<file path="src/hdl/ex_pkg.sv">
// shared types and constants of the fault-tolerant execute stage
// imported by every RTL module and by the testbench reference model
package ex_pkg;

  // data path and register file widths
  localparam int unsigned XLEN       = 32;
  localparam int unsigned REG_ADDR_W = 6;
  localparam int unsigned ALU_OP_W   = 4;

  typedef logic [XLEN-1:0]       word_t;
  typedef logic [REG_ADDR_W-1:0] reg_addr_t;
  typedef logic [ALU_OP_W-1:0]   alu_op_t;

  //////////////////////////////////////////////////////////////////////
  // alu operator codes
  //////////////////////////////////////////////////////////////////////
  localparam alu_op_t ALU_ADD  = 4'h0;
  localparam alu_op_t ALU_SUB  = 4'h1;
  localparam alu_op_t ALU_AND  = 4'h2;
  localparam alu_op_t ALU_OR   = 4'h3;
  localparam alu_op_t ALU_XOR  = 4'h4;
  localparam alu_op_t ALU_SLL  = 4'h5;
  localparam alu_op_t ALU_SRL  = 4'h6;
  localparam alu_op_t ALU_SRA  = 4'h7;
  // compare group, result also on the comparison bit
  localparam alu_op_t ALU_SLT  = 4'h8;
  localparam alu_op_t ALU_SLTU = 4'h9;
  localparam alu_op_t ALU_EQ   = 4'hA;
  localparam alu_op_t ALU_NE   = 4'hB;

  //////////////////////////////////////////////////////////////////////
  // multiplier
  //////////////////////////////////////////////////////////////////////
  // one shift-add step per operand bit
  localparam int unsigned MULT_CYCLES = 32;

  typedef enum logic [1:0] {
    MULT_IDLE,
    MULT_BUSY,
    MULT_DONE
  } mult_state_t;

endpackage
</file>
<file path="src/hdl/ex_stage_ft.sv">
// fault-tolerant execute stage top level
// three voted ALU copies, multicycle multiplier and writeback control
`timescale 1ns/100ps

module ex_stage_ft
  import ex_pkg::*;
(
  input  logic      clk,
  input  logic      rst_n,
  // triplicated alu inputs, one set per copy
  input  logic      alu_en_i,
  input  alu_op_t   alu_operator_0_i,
  input  alu_op_t   alu_operator_1_i,
  input  alu_op_t   alu_operator_2_i,
  input  word_t     alu_operand_a_0_i,
  input  word_t     alu_operand_a_1_i,
  input  word_t     alu_operand_a_2_i,
  input  word_t     alu_operand_b_0_i,
  input  word_t     alu_operand_b_1_i,
  input  word_t     alu_operand_b_2_i,
  input  word_t     alu_operand_c_i,
  // multiplier, operands voted upstream
  input  logic      mult_en_i,
  input  word_t     mult_operand_a_i,
  input  word_t     mult_operand_b_i,
  input  logic      csr_access_i,
  input  word_t     csr_rdata_i,
  input  logic      lsu_en_i,
  input  word_t     lsu_rdata_i,
  input  logic      lsu_ready_ex_i,
  input  logic      lsu_err_i,
  input  logic      branch_in_ex_i,
  input  logic      regfile_alu_we_i,
  input  reg_addr_t regfile_alu_waddr_i,
  input  logic      regfile_we_i,
  input  reg_addr_t regfile_waddr_i,
  input  logic      wb_ready_i,
  output logic      regfile_alu_we_fw_o,
  output reg_addr_t regfile_alu_waddr_fw_o,
  output word_t     regfile_alu_wdata_fw_o,
  output logic      regfile_we_wb_o,
  output reg_addr_t regfile_waddr_wb_o,
  output word_t     regfile_wdata_wb_o,
  output word_t     jump_target_o,
  output logic      branch_decision_o,
  output logic      mult_multicycle_o,
  output logic      ex_ready_o,
  output logic      ex_valid_o,
  output logic      err_detected_alu_o,
  output logic      err_corrected_alu_o
);

  word_t alu_result_0;
  word_t alu_result_1;
  word_t alu_result_2;
  logic  alu_cmp_0;
  logic  alu_cmp_1;
  logic  alu_cmp_2;
  word_t alu_result;
  logic  alu_cmp;
  logic  res_err_det;
  logic  res_err_corr;
  logic  cmp_err_det;
  logic  cmp_err_corr;
  word_t mult_result;
  logic  mult_ready;

  //////////////////////////////////////////////////////////////////////
  // triple ALU and voters
  //////////////////////////////////////////////////////////////////////
  ex_alu i_alu_0 (
    .operator_i  (alu_operator_0_i),  .operand_a_i (alu_operand_a_0_i),
    .operand_b_i (alu_operand_b_0_i), .result_o    (alu_result_0),
    .cmp_result_o(alu_cmp_0)
  );

  ex_alu i_alu_1 (
    .operator_i  (alu_operator_1_i),  .operand_a_i (alu_operand_a_1_i),
    .operand_b_i (alu_operand_b_1_i), .result_o    (alu_result_1),
    .cmp_result_o(alu_cmp_1)
  );

  ex_alu i_alu_2 (
    .operator_i  (alu_operator_2_i),  .operand_a_i (alu_operand_a_2_i),
    .operand_b_i (alu_operand_b_2_i), .result_o    (alu_result_2),
    .cmp_result_o(alu_cmp_2)
  );

  tmr_voter #(.WIDTH(XLEN)) i_res_voter (
    .in_0_i        (alu_result_0), .in_1_i         (alu_result_1),
    .in_2_i        (alu_result_2), .voted_o        (alu_result),
    .err_detected_o(res_err_det),  .err_corrected_o(res_err_corr)
  );

  tmr_voter #(.WIDTH(1)) i_cmp_voter (
    .in_0_i        (alu_cmp_0),   .in_1_i         (alu_cmp_1),
    .in_2_i        (alu_cmp_2),   .voted_o        (alu_cmp),
    .err_detected_o(cmp_err_det), .err_corrected_o(cmp_err_corr)
  );

  // branch outputs
  assign branch_decision_o = alu_cmp;
  assign jump_target_o     = alu_operand_c_i;

  //////////////////////////////////////////////////////////////////////
  // multiplier and writeback control
  //////////////////////////////////////////////////////////////////////
  ex_mult i_mult (
    .clk         (clk),              .rst_n     (rst_n),
    .enable_i    (mult_en_i),        .op_a_i    (mult_operand_a_i),
    .op_b_i      (mult_operand_b_i), .ex_ready_i(ex_ready_o),
    .result_o    (mult_result),      .ready_o   (mult_ready),
    .multicycle_o(mult_multicycle_o)
  );

  // the 1-bit voter always corrects what it detects, so its flags just OR in
  ex_wb_ctrl i_ex_wb_ctrl (
    .clk                   (clk),                    .rst_n              (rst_n),
    .alu_en_i              (alu_en_i),               .mult_en_i          (mult_en_i),
    .csr_access_i          (csr_access_i),           .lsu_en_i           (lsu_en_i),
    .alu_result_i          (alu_result),             .mult_result_i      (mult_result),
    .csr_rdata_i           (csr_rdata_i),            .lsu_rdata_i        (lsu_rdata_i),
    .mult_ready_i          (mult_ready),             .lsu_ready_ex_i     (lsu_ready_ex_i),
    .lsu_err_i             (lsu_err_i),              .wb_ready_i         (wb_ready_i),
    .branch_in_ex_i        (branch_in_ex_i),         .regfile_alu_we_i   (regfile_alu_we_i),
    .regfile_alu_waddr_i   (regfile_alu_waddr_i),    .regfile_we_i       (regfile_we_i),
    .regfile_waddr_i       (regfile_waddr_i),
    .alu_err_detected_i    (res_err_det | cmp_err_det),
    .alu_err_corrected_i   (res_err_corr | cmp_err_corr),
    .regfile_alu_we_fw_o   (regfile_alu_we_fw_o),    .regfile_we_wb_o    (regfile_we_wb_o),
    .regfile_alu_waddr_fw_o(regfile_alu_waddr_fw_o), .regfile_waddr_wb_o (regfile_waddr_wb_o),
    .regfile_alu_wdata_fw_o(regfile_alu_wdata_fw_o), .regfile_wdata_wb_o (regfile_wdata_wb_o),
    .ex_ready_o            (ex_ready_o),             .ex_valid_o         (ex_valid_o),
    .err_detected_alu_o    (err_detected_alu_o),     .err_corrected_alu_o(err_corrected_alu_o)
  );

endmodule

</file>
<file path="src/hdl/ex_wb_ctrl.sv">
// execute stage control: ALU write port mux, ready/valid stall logic
// and the EX/WB register feeding the load write port
`timescale 1ns/100ps

module ex_wb_ctrl
  import ex_pkg::*;
(
  input  logic      clk,
  input  logic      rst_n,
  input  logic      alu_en_i,
  input  logic      mult_en_i,
  input  logic      csr_access_i,
  input  logic      lsu_en_i,
  input  word_t     alu_result_i,
  input  word_t     mult_result_i,
  input  word_t     csr_rdata_i,
  input  word_t     lsu_rdata_i,
  input  logic      mult_ready_i,
  input  logic      lsu_ready_ex_i,
  input  logic      lsu_err_i,
  input  logic      wb_ready_i,
  input  logic      branch_in_ex_i,
  input  logic      regfile_alu_we_i,
  input  reg_addr_t regfile_alu_waddr_i,
  input  logic      regfile_we_i,
  input  reg_addr_t regfile_waddr_i,
  input  logic      alu_err_detected_i,
  input  logic      alu_err_corrected_i,
  output logic      regfile_alu_we_fw_o,
  output reg_addr_t regfile_alu_waddr_fw_o,
  output word_t     regfile_alu_wdata_fw_o,
  output logic      regfile_we_wb_o,
  output reg_addr_t regfile_waddr_wb_o,
  output word_t     regfile_wdata_wb_o,
  output logic      ex_ready_o,
  output logic      ex_valid_o,
  output logic      err_detected_alu_o,
  output logic      err_corrected_alu_o
);

  // all units able to hand over this cycle
  logic      units_ready;
  logic      lsu_we_q;
  reg_addr_t lsu_waddr_q;

  //////////////////////////////////////////////////////////////////////
  // forwarding port, csr over mult over alu
  //////////////////////////////////////////////////////////////////////
  assign regfile_alu_we_fw_o    = regfile_alu_we_i;
  assign regfile_alu_waddr_fw_o = regfile_alu_waddr_i;

  always_comb begin
    if (csr_access_i) regfile_alu_wdata_fw_o = csr_rdata_i;
    else if (mult_en_i) regfile_alu_wdata_fw_o = mult_result_i;
    else if (alu_en_i) regfile_alu_wdata_fw_o = alu_result_i;
    else regfile_alu_wdata_fw_o = '0;
  end

  // voter flags only mean something with an alu op in flight
  assign err_detected_alu_o  = alu_en_i & alu_err_detected_i;
  assign err_corrected_alu_o = alu_en_i & alu_err_corrected_i;

  //////////////////////////////////////////////////////////////////////
  // stall logic
  //////////////////////////////////////////////////////////////////////
  // single-cycle alu is always ready
  assign units_ready = mult_ready_i & lsu_ready_ex_i & wb_ready_i;
  // branches resolve here without needing WB
  assign ex_ready_o  = units_ready | branch_in_ex_i;
  // valid goes right, ready goes left, so no ex_ready term
  assign ex_valid_o  = (alu_en_i | mult_en_i | csr_access_i | lsu_en_i) & units_ready;

  //////////////////////////////////////////////////////////////////////
  // EX/WB register, load write port
  //////////////////////////////////////////////////////////////////////
  always_ff @(posedge clk or negedge rst_n) begin
    if (!rst_n) begin
      lsu_we_q    <= 1'b0;
      lsu_waddr_q <= '0;
    end else if (ex_valid_o) begin
      // faulting load never writes back
      lsu_we_q <= regfile_we_i & ~lsu_err_i;
      if (regfile_we_i & ~lsu_err_i) lsu_waddr_q <= regfile_waddr_i;
    end else if (wb_ready_i) begin
      // nothing new, flush the slot
      lsu_we_q <= 1'b0;
    end
  end

  assign regfile_we_wb_o    = lsu_we_q;
  assign regfile_waddr_wb_o = lsu_waddr_q;
  assign regfile_wdata_wb_o = lsu_rdata_i;

  assert property (@(posedge clk) disable iff (!rst_n)
      (ex_valid_o && lsu_err_i) |=> !regfile_we_wb_o)
    else $error("ex_wb_ctrl: write back after a load error");

endmodule

</file>
<file path="src/hdl/ex_mult.sv">
// iterative shift-add multiplier, low 32 bits of the product
// fixed latency, result held in DONE until the stage moves on
`timescale 1ns/100ps

module ex_mult
  import ex_pkg::*;
(
  input  logic  clk,
  input  logic  rst_n,
  input  logic  enable_i,
  input  word_t op_a_i,
  input  word_t op_b_i,
  input  logic  ex_ready_i,
  output word_t result_o,
  output logic  ready_o,
  output logic  multicycle_o
);

  localparam int unsigned CNT_W = $clog2(MULT_CYCLES);
  localparam logic [CNT_W-1:0] CNT_LAST = CNT_W'(MULT_CYCLES - 1);

  mult_state_t      state_q;
  mult_state_t      state_d;
  logic [CNT_W-1:0] cnt_q;
  // partial product, shifted multiplicand, remaining multiplier bits
  word_t            acc_q;
  word_t            mcand_q;
  word_t            mplier_q;

  //////////////////////////////////////////////////////////////////////
  // control
  //////////////////////////////////////////////////////////////////////
  always_comb begin
    state_d = state_q;
    case (state_q)
      MULT_IDLE: if (enable_i) state_d = MULT_BUSY;
      MULT_BUSY: if (cnt_q == CNT_LAST) state_d = MULT_DONE;
      // stay here while the stage is stalled
      MULT_DONE: if (ex_ready_i) state_d = MULT_IDLE;
      default:   state_d = MULT_IDLE;
    endcase
  end

  always_ff @(posedge clk or negedge rst_n) begin
    if (!rst_n) begin
      state_q <= MULT_IDLE;
      cnt_q   <= '0;
    end else begin
      state_q <= state_d;
      // iteration counter runs only while busy
      if (state_q == MULT_BUSY) cnt_q <= cnt_q + 1'b1;
      else cnt_q <= '0;
    end
  end

  //////////////////////////////////////////////////////////////////////
  // datapath
  //////////////////////////////////////////////////////////////////////
  always_ff @(posedge clk) begin
    if (state_q == MULT_IDLE && enable_i) begin
      acc_q    <= '0;
      mcand_q  <= op_a_i;
      mplier_q <= op_b_i;
    end else if (state_q == MULT_BUSY) begin
      if (mplier_q[0]) acc_q <= acc_q + mcand_q;
      mcand_q  <= mcand_q << 1;
      mplier_q <= mplier_q >> 1;
    end
  end

  assign result_o     = acc_q;
  // idle and unused, or result waiting
  assign ready_o      = (state_q == MULT_IDLE && !enable_i) || (state_q == MULT_DONE);
  assign multicycle_o = state_q == MULT_BUSY;

  // ID stage holds the voted operands until ex_ready
  assert property (@(posedge clk) disable iff (!rst_n)
      (state_q == MULT_BUSY) |-> ($stable(op_a_i) && $stable(op_b_i)))
    else $error("ex_mult: operands changed during a multiply");

endmodule

</file>
<file path="src/hdl/tmr_voter.sv">
// bitwise three-way majority voter with error reporting
// WIDTH is set per instance, 32 for alu results and 1 for the compare bit
`timescale 1ns/100ps

module tmr_voter #(
  parameter int unsigned WIDTH = 32
) (
  input  logic [WIDTH-1:0] in_0_i,
  input  logic [WIDTH-1:0] in_1_i,
  input  logic [WIDTH-1:0] in_2_i,
  output logic [WIDTH-1:0] voted_o,
  output logic             err_detected_o,
  output logic             err_corrected_o
);

  // at least one pair of whole words matches
  logic pair_match;

  // per-bit majority, also used when no two words agree
  assign voted_o = (in_0_i & in_1_i) | (in_0_i & in_2_i) | (in_1_i & in_2_i);

  // any copy off from the others
  assign err_detected_o = (in_0_i != in_1_i) | (in_0_i != in_2_i);

  assign pair_match = (in_0_i == in_1_i) | (in_0_i == in_2_i) | (in_1_i == in_2_i);

  // only a single faulty copy can be masked
  assign err_corrected_o = err_detected_o & pair_match;

  // a corrected word must be one that two copies really produced
  always_comb begin
    assert final (!err_corrected_o || (err_detected_o &&
        (voted_o == in_0_i || voted_o == in_1_i || voted_o == in_2_i)))
      else $error("tmr_voter: corrected flag without a valid two-copy result");
  end

endmodule

</file>
<file path="src/hdl/ex_alu.sv">
// single ALU copy, purely combinational
// the top level instantiates three of these behind a majority voter
`timescale 1ns/100ps

module ex_alu
  import ex_pkg::*;
(
  input  alu_op_t operator_i,
  input  word_t   operand_a_i,
  input  word_t   operand_b_i,
  output word_t   result_o,
  output logic    cmp_result_o
);

  // shift amount from the low bits of operand b
  logic [$clog2(XLEN)-1:0] shamt;
  logic                    lt_signed;
  logic                    lt_unsigned;
  logic                    is_equal;

  assign shamt       = operand_b_i[$clog2(XLEN)-1:0];
  assign lt_signed   = $signed(operand_a_i) < $signed(operand_b_i);
  assign lt_unsigned = operand_a_i < operand_b_i;
  assign is_equal    = operand_a_i == operand_b_i;

  // comparison bit, low for non-compare operators
  always_comb begin
    case (operator_i)
      ALU_SLT:  cmp_result_o = lt_signed;
      ALU_SLTU: cmp_result_o = lt_unsigned;
      ALU_EQ:   cmp_result_o = is_equal;
      ALU_NE:   cmp_result_o = ~is_equal;
      default:  cmp_result_o = 1'b0;
    endcase
  end

  // result word
  always_comb begin
    case (operator_i)
      ALU_ADD: result_o = operand_a_i + operand_b_i;
      ALU_SUB: result_o = operand_a_i - operand_b_i;
      ALU_AND: result_o = operand_a_i & operand_b_i;
      ALU_OR:  result_o = operand_a_i | operand_b_i;
      ALU_XOR: result_o = operand_a_i ^ operand_b_i;
      ALU_SLL: result_o = operand_a_i << shamt;
      ALU_SRL: result_o = operand_a_i >> shamt;
      // arithmetic shift keeps the sign
      ALU_SRA: result_o = word_t'($signed(operand_a_i) >>> shamt);
      // compares return the bit zero-extended
      ALU_SLT, ALU_SLTU, ALU_EQ, ALU_NE: result_o = {{(XLEN-1){1'b0}}, cmp_result_o};
      default: result_o = '0;
    endcase
  end

  // decode upstream must never hand over an unknown operator code
  always_comb begin
    assert final ($isunknown(operator_i) || operator_i inside {
        ALU_ADD, ALU_SUB, ALU_AND, ALU_OR, ALU_XOR, ALU_SLL,
        ALU_SRL, ALU_SRA, ALU_SLT, ALU_SLTU, ALU_EQ, ALU_NE})
      else $error("ex_alu: undefined operator code %h", operator_i);
  end

endmodule

</file>
<file path="config.mk">
export PLATFORM = sky130hd
export DESIGN_NAME = ex_stage_ft
export DESIGN_NICKNAME = d
export VERILOG_FILES = /design/src/hdl/ex_pkg.sv /design/src/hdl/ex_stage_ft.sv /design/src/hdl/ex_wb_ctrl.sv /design/src/hdl/ex_mult.sv /design/src/hdl/tmr_voter.sv /design/src/hdl/ex_alu.sv
export SDC_FILE = /design/constraint.sdc
export NUM_CORES = 2
export LEC_CHECK = 0
export BUFFER_PORTS_ARGS = -buffer_cell sky130_fd_sc_hd__buf_2
export CAP_MARGIN = 20
export CORE_UTILIZATION = 55
export CTS_CLUSTER_DIAMETER = 120
export DETAILED_ROUTE_END_ITERATION = 12
export PLACE_DENSITY = 0.84
export SYNTH_ARGS = -nofsm -noshare
export SYNTH_HDL_FRONTEND = slang
export SYNTH_SLANG_ARGS = --single-unit
</file>
<file path="constraint.sdc">
create_clock -name clk -period 8.86 [get_ports clk]
set_clock_uncertainty 0.1 [all_clocks]
set_input_delay 1.772 -clock clk [delete_from_list [all_inputs] [get_ports clk]]
set_output_delay 1.772 -clock clk [all_outputs]
set_load 0.05 [all_outputs]
</file>
==> results by group <==
Run status
  • Result of the run: completed

Global route
  • Number of antenna violations at the first check in global routing: 7
  • Via count of the first global-routing pass: 36,766
  • Global-route wire length before repair: 230 mm
  • Maximum number of pins on one net before global-route repair: 87
  • Overall overflow remaining after global route: 0
  • GR Util All Layers: 0.474

Synth
  • Cell area after synthesis: 33,900 sq um
  • Total number of yosys warnings: 0
  • Synth Flop Type: sky130_fd_sc_hd__edfxtp_1
  • Area contributors post-synth: sky130_fd_sc_hd__ha_1, sky130_fd_sc_hd__mux4_2, sky130_fd_sc_hd__nand2_1, sky130_fd_sc_hd__nor2_1, sky130_fd_sc_hd__a21oi_1
  • Instance count of the mapped netlist: 4,762
  • Number of enable-type register cells in the synthesized netlist: 64
  • Number of synthesized register bits: 110
  • Cell with the most instances after synthesis: sky130_fd_sc_hd__nand2_1
  • Fraction of registers with async set or reset after synthesis: 0.127
  • Cell accounting for the most synthesized area: sky130_fd_sc_hd__ha_1
  • Share of the synthesized area in the top cell type: 0.156
  • List of most frequent post-synthesis cells: sky130_fd_sc_hd__nand2_1, sky130_fd_sc_hd__nor2_1, sky130_fd_sc_hd__ha_1
  • Count of unique library cells instantiated by Yosys: 102
  • Average instance area after synthesis: 7.11 sq um
  • Portion of the post-synthesis area used by sequential elements: 0.0860
  • Syn_nets: 5,580

Hold path
  • Tightest Hold Check Type: flip-flop to flip-flop
  • Beginning of the worst hold path: i_mult.result_o[9]
  • Endpoint of the worst hold path: i_mult.result_o[9]
  • Depth of the worst hold-timing path: 2

Critical path
  • Critical path data required time: 6990 ps
  • Source of the worst register-to-register timing path: i_mult.mcand_q[7]
  • Crit end category: output port
  • Maximum fanout count along the critical path: 11
  • Nature of the critical path startpoint: primary input
  • Setup Crit Path Kind: primary input to output port
  • Reg2reg path depth: 11
  • Destination of the worst register-to-register timing path: i_mult.result_o[31]
  • Arrival time at the worst endpoint: 6870 ps
  • Register-to-register setup slack: 5410 ps

Final layout
  • Area Overhead vs Synth: 10.5%
  • Final instance count without filler cells: 5,790
  • Share of cells above drive strength 1: 0.187
  • Total of fill cells in the finished design: 5,706
  • # nets final: 5,816
  • Total non-filler cell area in the finished layout: 37,400 sq um

Job
  • Max-cap violation count: 0

Timing
  • Final clock period utilization by the worst path: 0.986
  • Max Slew Vio Count: 0
  • Period minus WS final: 8740 ps
  • Headroom to the max-slew limit: 0.342
  • Final setup violation count: 0
  • Final hold violation count: 0
  • Transition time of the tightest slew-check pin: 981 ps
  • Minimum hold slack: 379 ps
  • Fmax: 0.114 GHz

Detailed routing
  • Drt pass-1 iters: 6
  • Total length of routed wires: 155 mm
  • Detail-routed net length per standard cell: 26.8 um
  • Post-route DRC violation count: 0
  • Final ANT Viol Nets: 0
  • Via density: 6.97
  • DR vias: 40,355
  • Starting DRT DRC Count: 5,699

Placement
  • Total instance count after detailed placement: 5,767
  • Dpl cell area: 36,900 sq um
  • Total of buffers placed on input and output ports: 361
  • Global placement routability congestion: 1.07
  • Total half-perimeter wirelength after legalization and detailed placement: 123 mm

Die
  • Core Box Area: 60,600 sq um
  • Top-level port count: 504
  • Die Span Y: 250 um
  • Area enclosed by the die boundary: 62,600 sq um
  • Cell row count: 90
  • Initial cell density of the core: 0.559
  • Die width: 250 um

Clock network
  • Clock tree from TritonCTS: yes
  • Worst-Skew Late Latency: 360 ps
  • H-tree Lvls: 3
  • Cts hold-fix bufs: 0
  • Clock input transition at the sequential cells of the worst setup and hold paths: 80 ps
  • Largest buffer count on any clock path: 2
  • Number of sinks driven by the clock tree: 110
  • Total clock buffers created by CTS: 9
  • Root buffer cell: sky130_fd_sc_hd__clkbuf_16

Power and ir drop
  • IR drop worst, VDD: 0.000143 V
  • Cell leakage power: 17.1 nW
  • Power density over the cells: 138 nW/um^2
[worst max-delay path: stages]
cell and delay [ps]:
sky130_fd_sc_hd__buf_2 180, sky130_fd_sc_hd__inv_1 70, sky130_fd_sc_hd__ha_1 350, sky130_fd_sc_hd__buf_4 170, sky130_fd_sc_hd__nor3_1 70, sky130_fd_sc_hd__nor2b_1 160
sky130_fd_sc_hd__o31ai_1 400, sky130_fd_sc_hd__and3_1 330, sky130_fd_sc_hd__o211ai_1 210, sky130_fd_sc_hd__a31o_2 350, sky130_fd_sc_hd__a2111oi_1 440, sky130_fd_sc_hd__nor2_1 130
sky130_fd_sc_hd__o41a_1 130, sky130_fd_sc_hd__o22ai_1 160, sky130_fd_sc_hd__buf_4 190, sky130_fd_sc_hd__ha_1 260, sky130_fd_sc_hd__nor4_2 300, sky130_fd_sc_hd__nand4_1 170
sky130_fd_sc_hd__nor4_2 300, sky130_fd_sc_hd__buf_4 170, sky130_fd_sc_hd__o22ai_2 90, sky130_fd_sc_hd__and2_1 230, sky130_fd_sc_hd__clkbuf_4 220
[state kept, by name (all words and copies together) (netlist names)]
name and flops:
i_ex_wb_ctrl.regfile_waddr_wb_o 6, i_mult.mcand_q 32, i_mult.result_o 32, i_mult.mplier_q 32, i_ex_wb_ctrl.regfile_we_wb_o 1, i_mult.cnt_q 5
i_mult.state_q 2
[worst max-delay path by stage]
stage	start	to	cells past startpoint
after floorplan	alu_operand_b_2_i[2]	err_corrected_alu_o	21
after detailed placement	alu_operand_a_1_i[0]	err_corrected_alu_o	20
after CTS	alu_operand_a_0_i[0]	err_corrected_alu_o	21
after global placement	alu_operand_a_1_i[0]	err_corrected_alu_o	20
final	alu_operand_a_1_i[3]	err_corrected_alu_o	23
after global routing	alu_operand_a_1_i[3]	err_corrected_alu_o	23
[power breakdown]
group | total (mW) | switching, mW | internal, mW
registers | 0.993 | 0.150 | 0.843
clock network | 0.405 | 0.206 | 0.200
logic | 3.79 | 2.34 | 1.45
total | 5.18 | 2.69 | 2.49
[logic make-up (layout without fill, tap and decap cells)]
logic type / Yosys count / after routing / share of synthesized area
multiplexers: 325 / 325 / 0.148
buffers and inverters: 716 / 957 / 0.0907
other: 0 / 5 / 0
adder cells (fa/ha/maj): 430 / 430 / 0.160
flip-flops: 110 / 110 / 0.0860
AND/OR/NAND/NOR: 1591 / 1591 / 0.207
AO/OA/AOI/OAI: 1520 / 1520 / 0.290
XOR/XNOR: 70 / 70 / 0.0181
[metrics by stage]
| stage | total power, mW | worst slack [ps] | util | TNS (ps) |
|---|---|---|---|---|
| 2_1_floorplan | 3.58 | 56.9 | - | 0 |
| 3_3_place_gp | 4.54 | -24.3 | 0.609 | -24.3 |
| 3_5_place_dp | 4.60 | -85.5 | 0.609 | -85.5 |
| 4_1_cts | 5.03 | 0.787 | 0.614 | 0 |
| 5_1_grt | 5.52 | -164 | 0.618 | -164 |
| 6_report | 5.18 | 122 | 0.618 | 0 |
[per-layer routing]
layer | share of wire | wire length [um] | GRT usage
met5 | 0.00019 | 30 | 0
met4 | 0.065 | 10100 | 0.252
met3 | 0.12 | 19300 | 0.103
met2 | 0.42 | 65600 | 0.715
met1 | 0.39 | 60100 | 0.632
[cells in the final DEF (no fill, tap or decap), types with 65 or more instances in the layout]
cell type                  instances
sky130_fd_sc_hd__nand2_1         582
sky130_fd_sc_hd__nor2_1          556
sky130_fd_sc_hd__ha_1            421
sky130_fd_sc_hd__a21oi_1         396
sky130_fd_sc_hd__buf_2           356
sky130_fd_sc_hd__o21ai_0         338
sky130_fd_sc_hd__inv_1           294
sky130_fd_sc_hd__buf_4           268
sky130_fd_sc_hd__mux4_2          133
sky130_fd_sc_hd__mux2i_1         125
sky130_fd_sc_hd__nor3_1           93
sky130_fd_sc_hd__o31ai_1          67
sky130_fd_sc_hd__o211ai_1         65
[layout make-up]
cell class | count | area (sq um) | share of cell area
Clock buffer | 9 | 225 | 0.00601
Timing Repair Buffer | 633 | 3960 | 0.106
Clock inverter | 7 | 72.6 | 0.00194
Inverter | 308 | 1160 | 0.0309
Sequential cell | 110 | 2910 | 0.0778
Tap cell | 782 | 978 | 0.0261
Multi-Input combinational cell | 3936 | 28100 | 0.751
Antenna cell | 5 | 12.5 | 0.000334
[what timing repair did]
action	CTS	global route
gates cloned	0	0
setup endpoints to repair	1	2
buffers inserted	0	0
gates resized for setup	3	35
pin swaps	0	8
No activity file was read; power rests on OpenSTA's default activity.
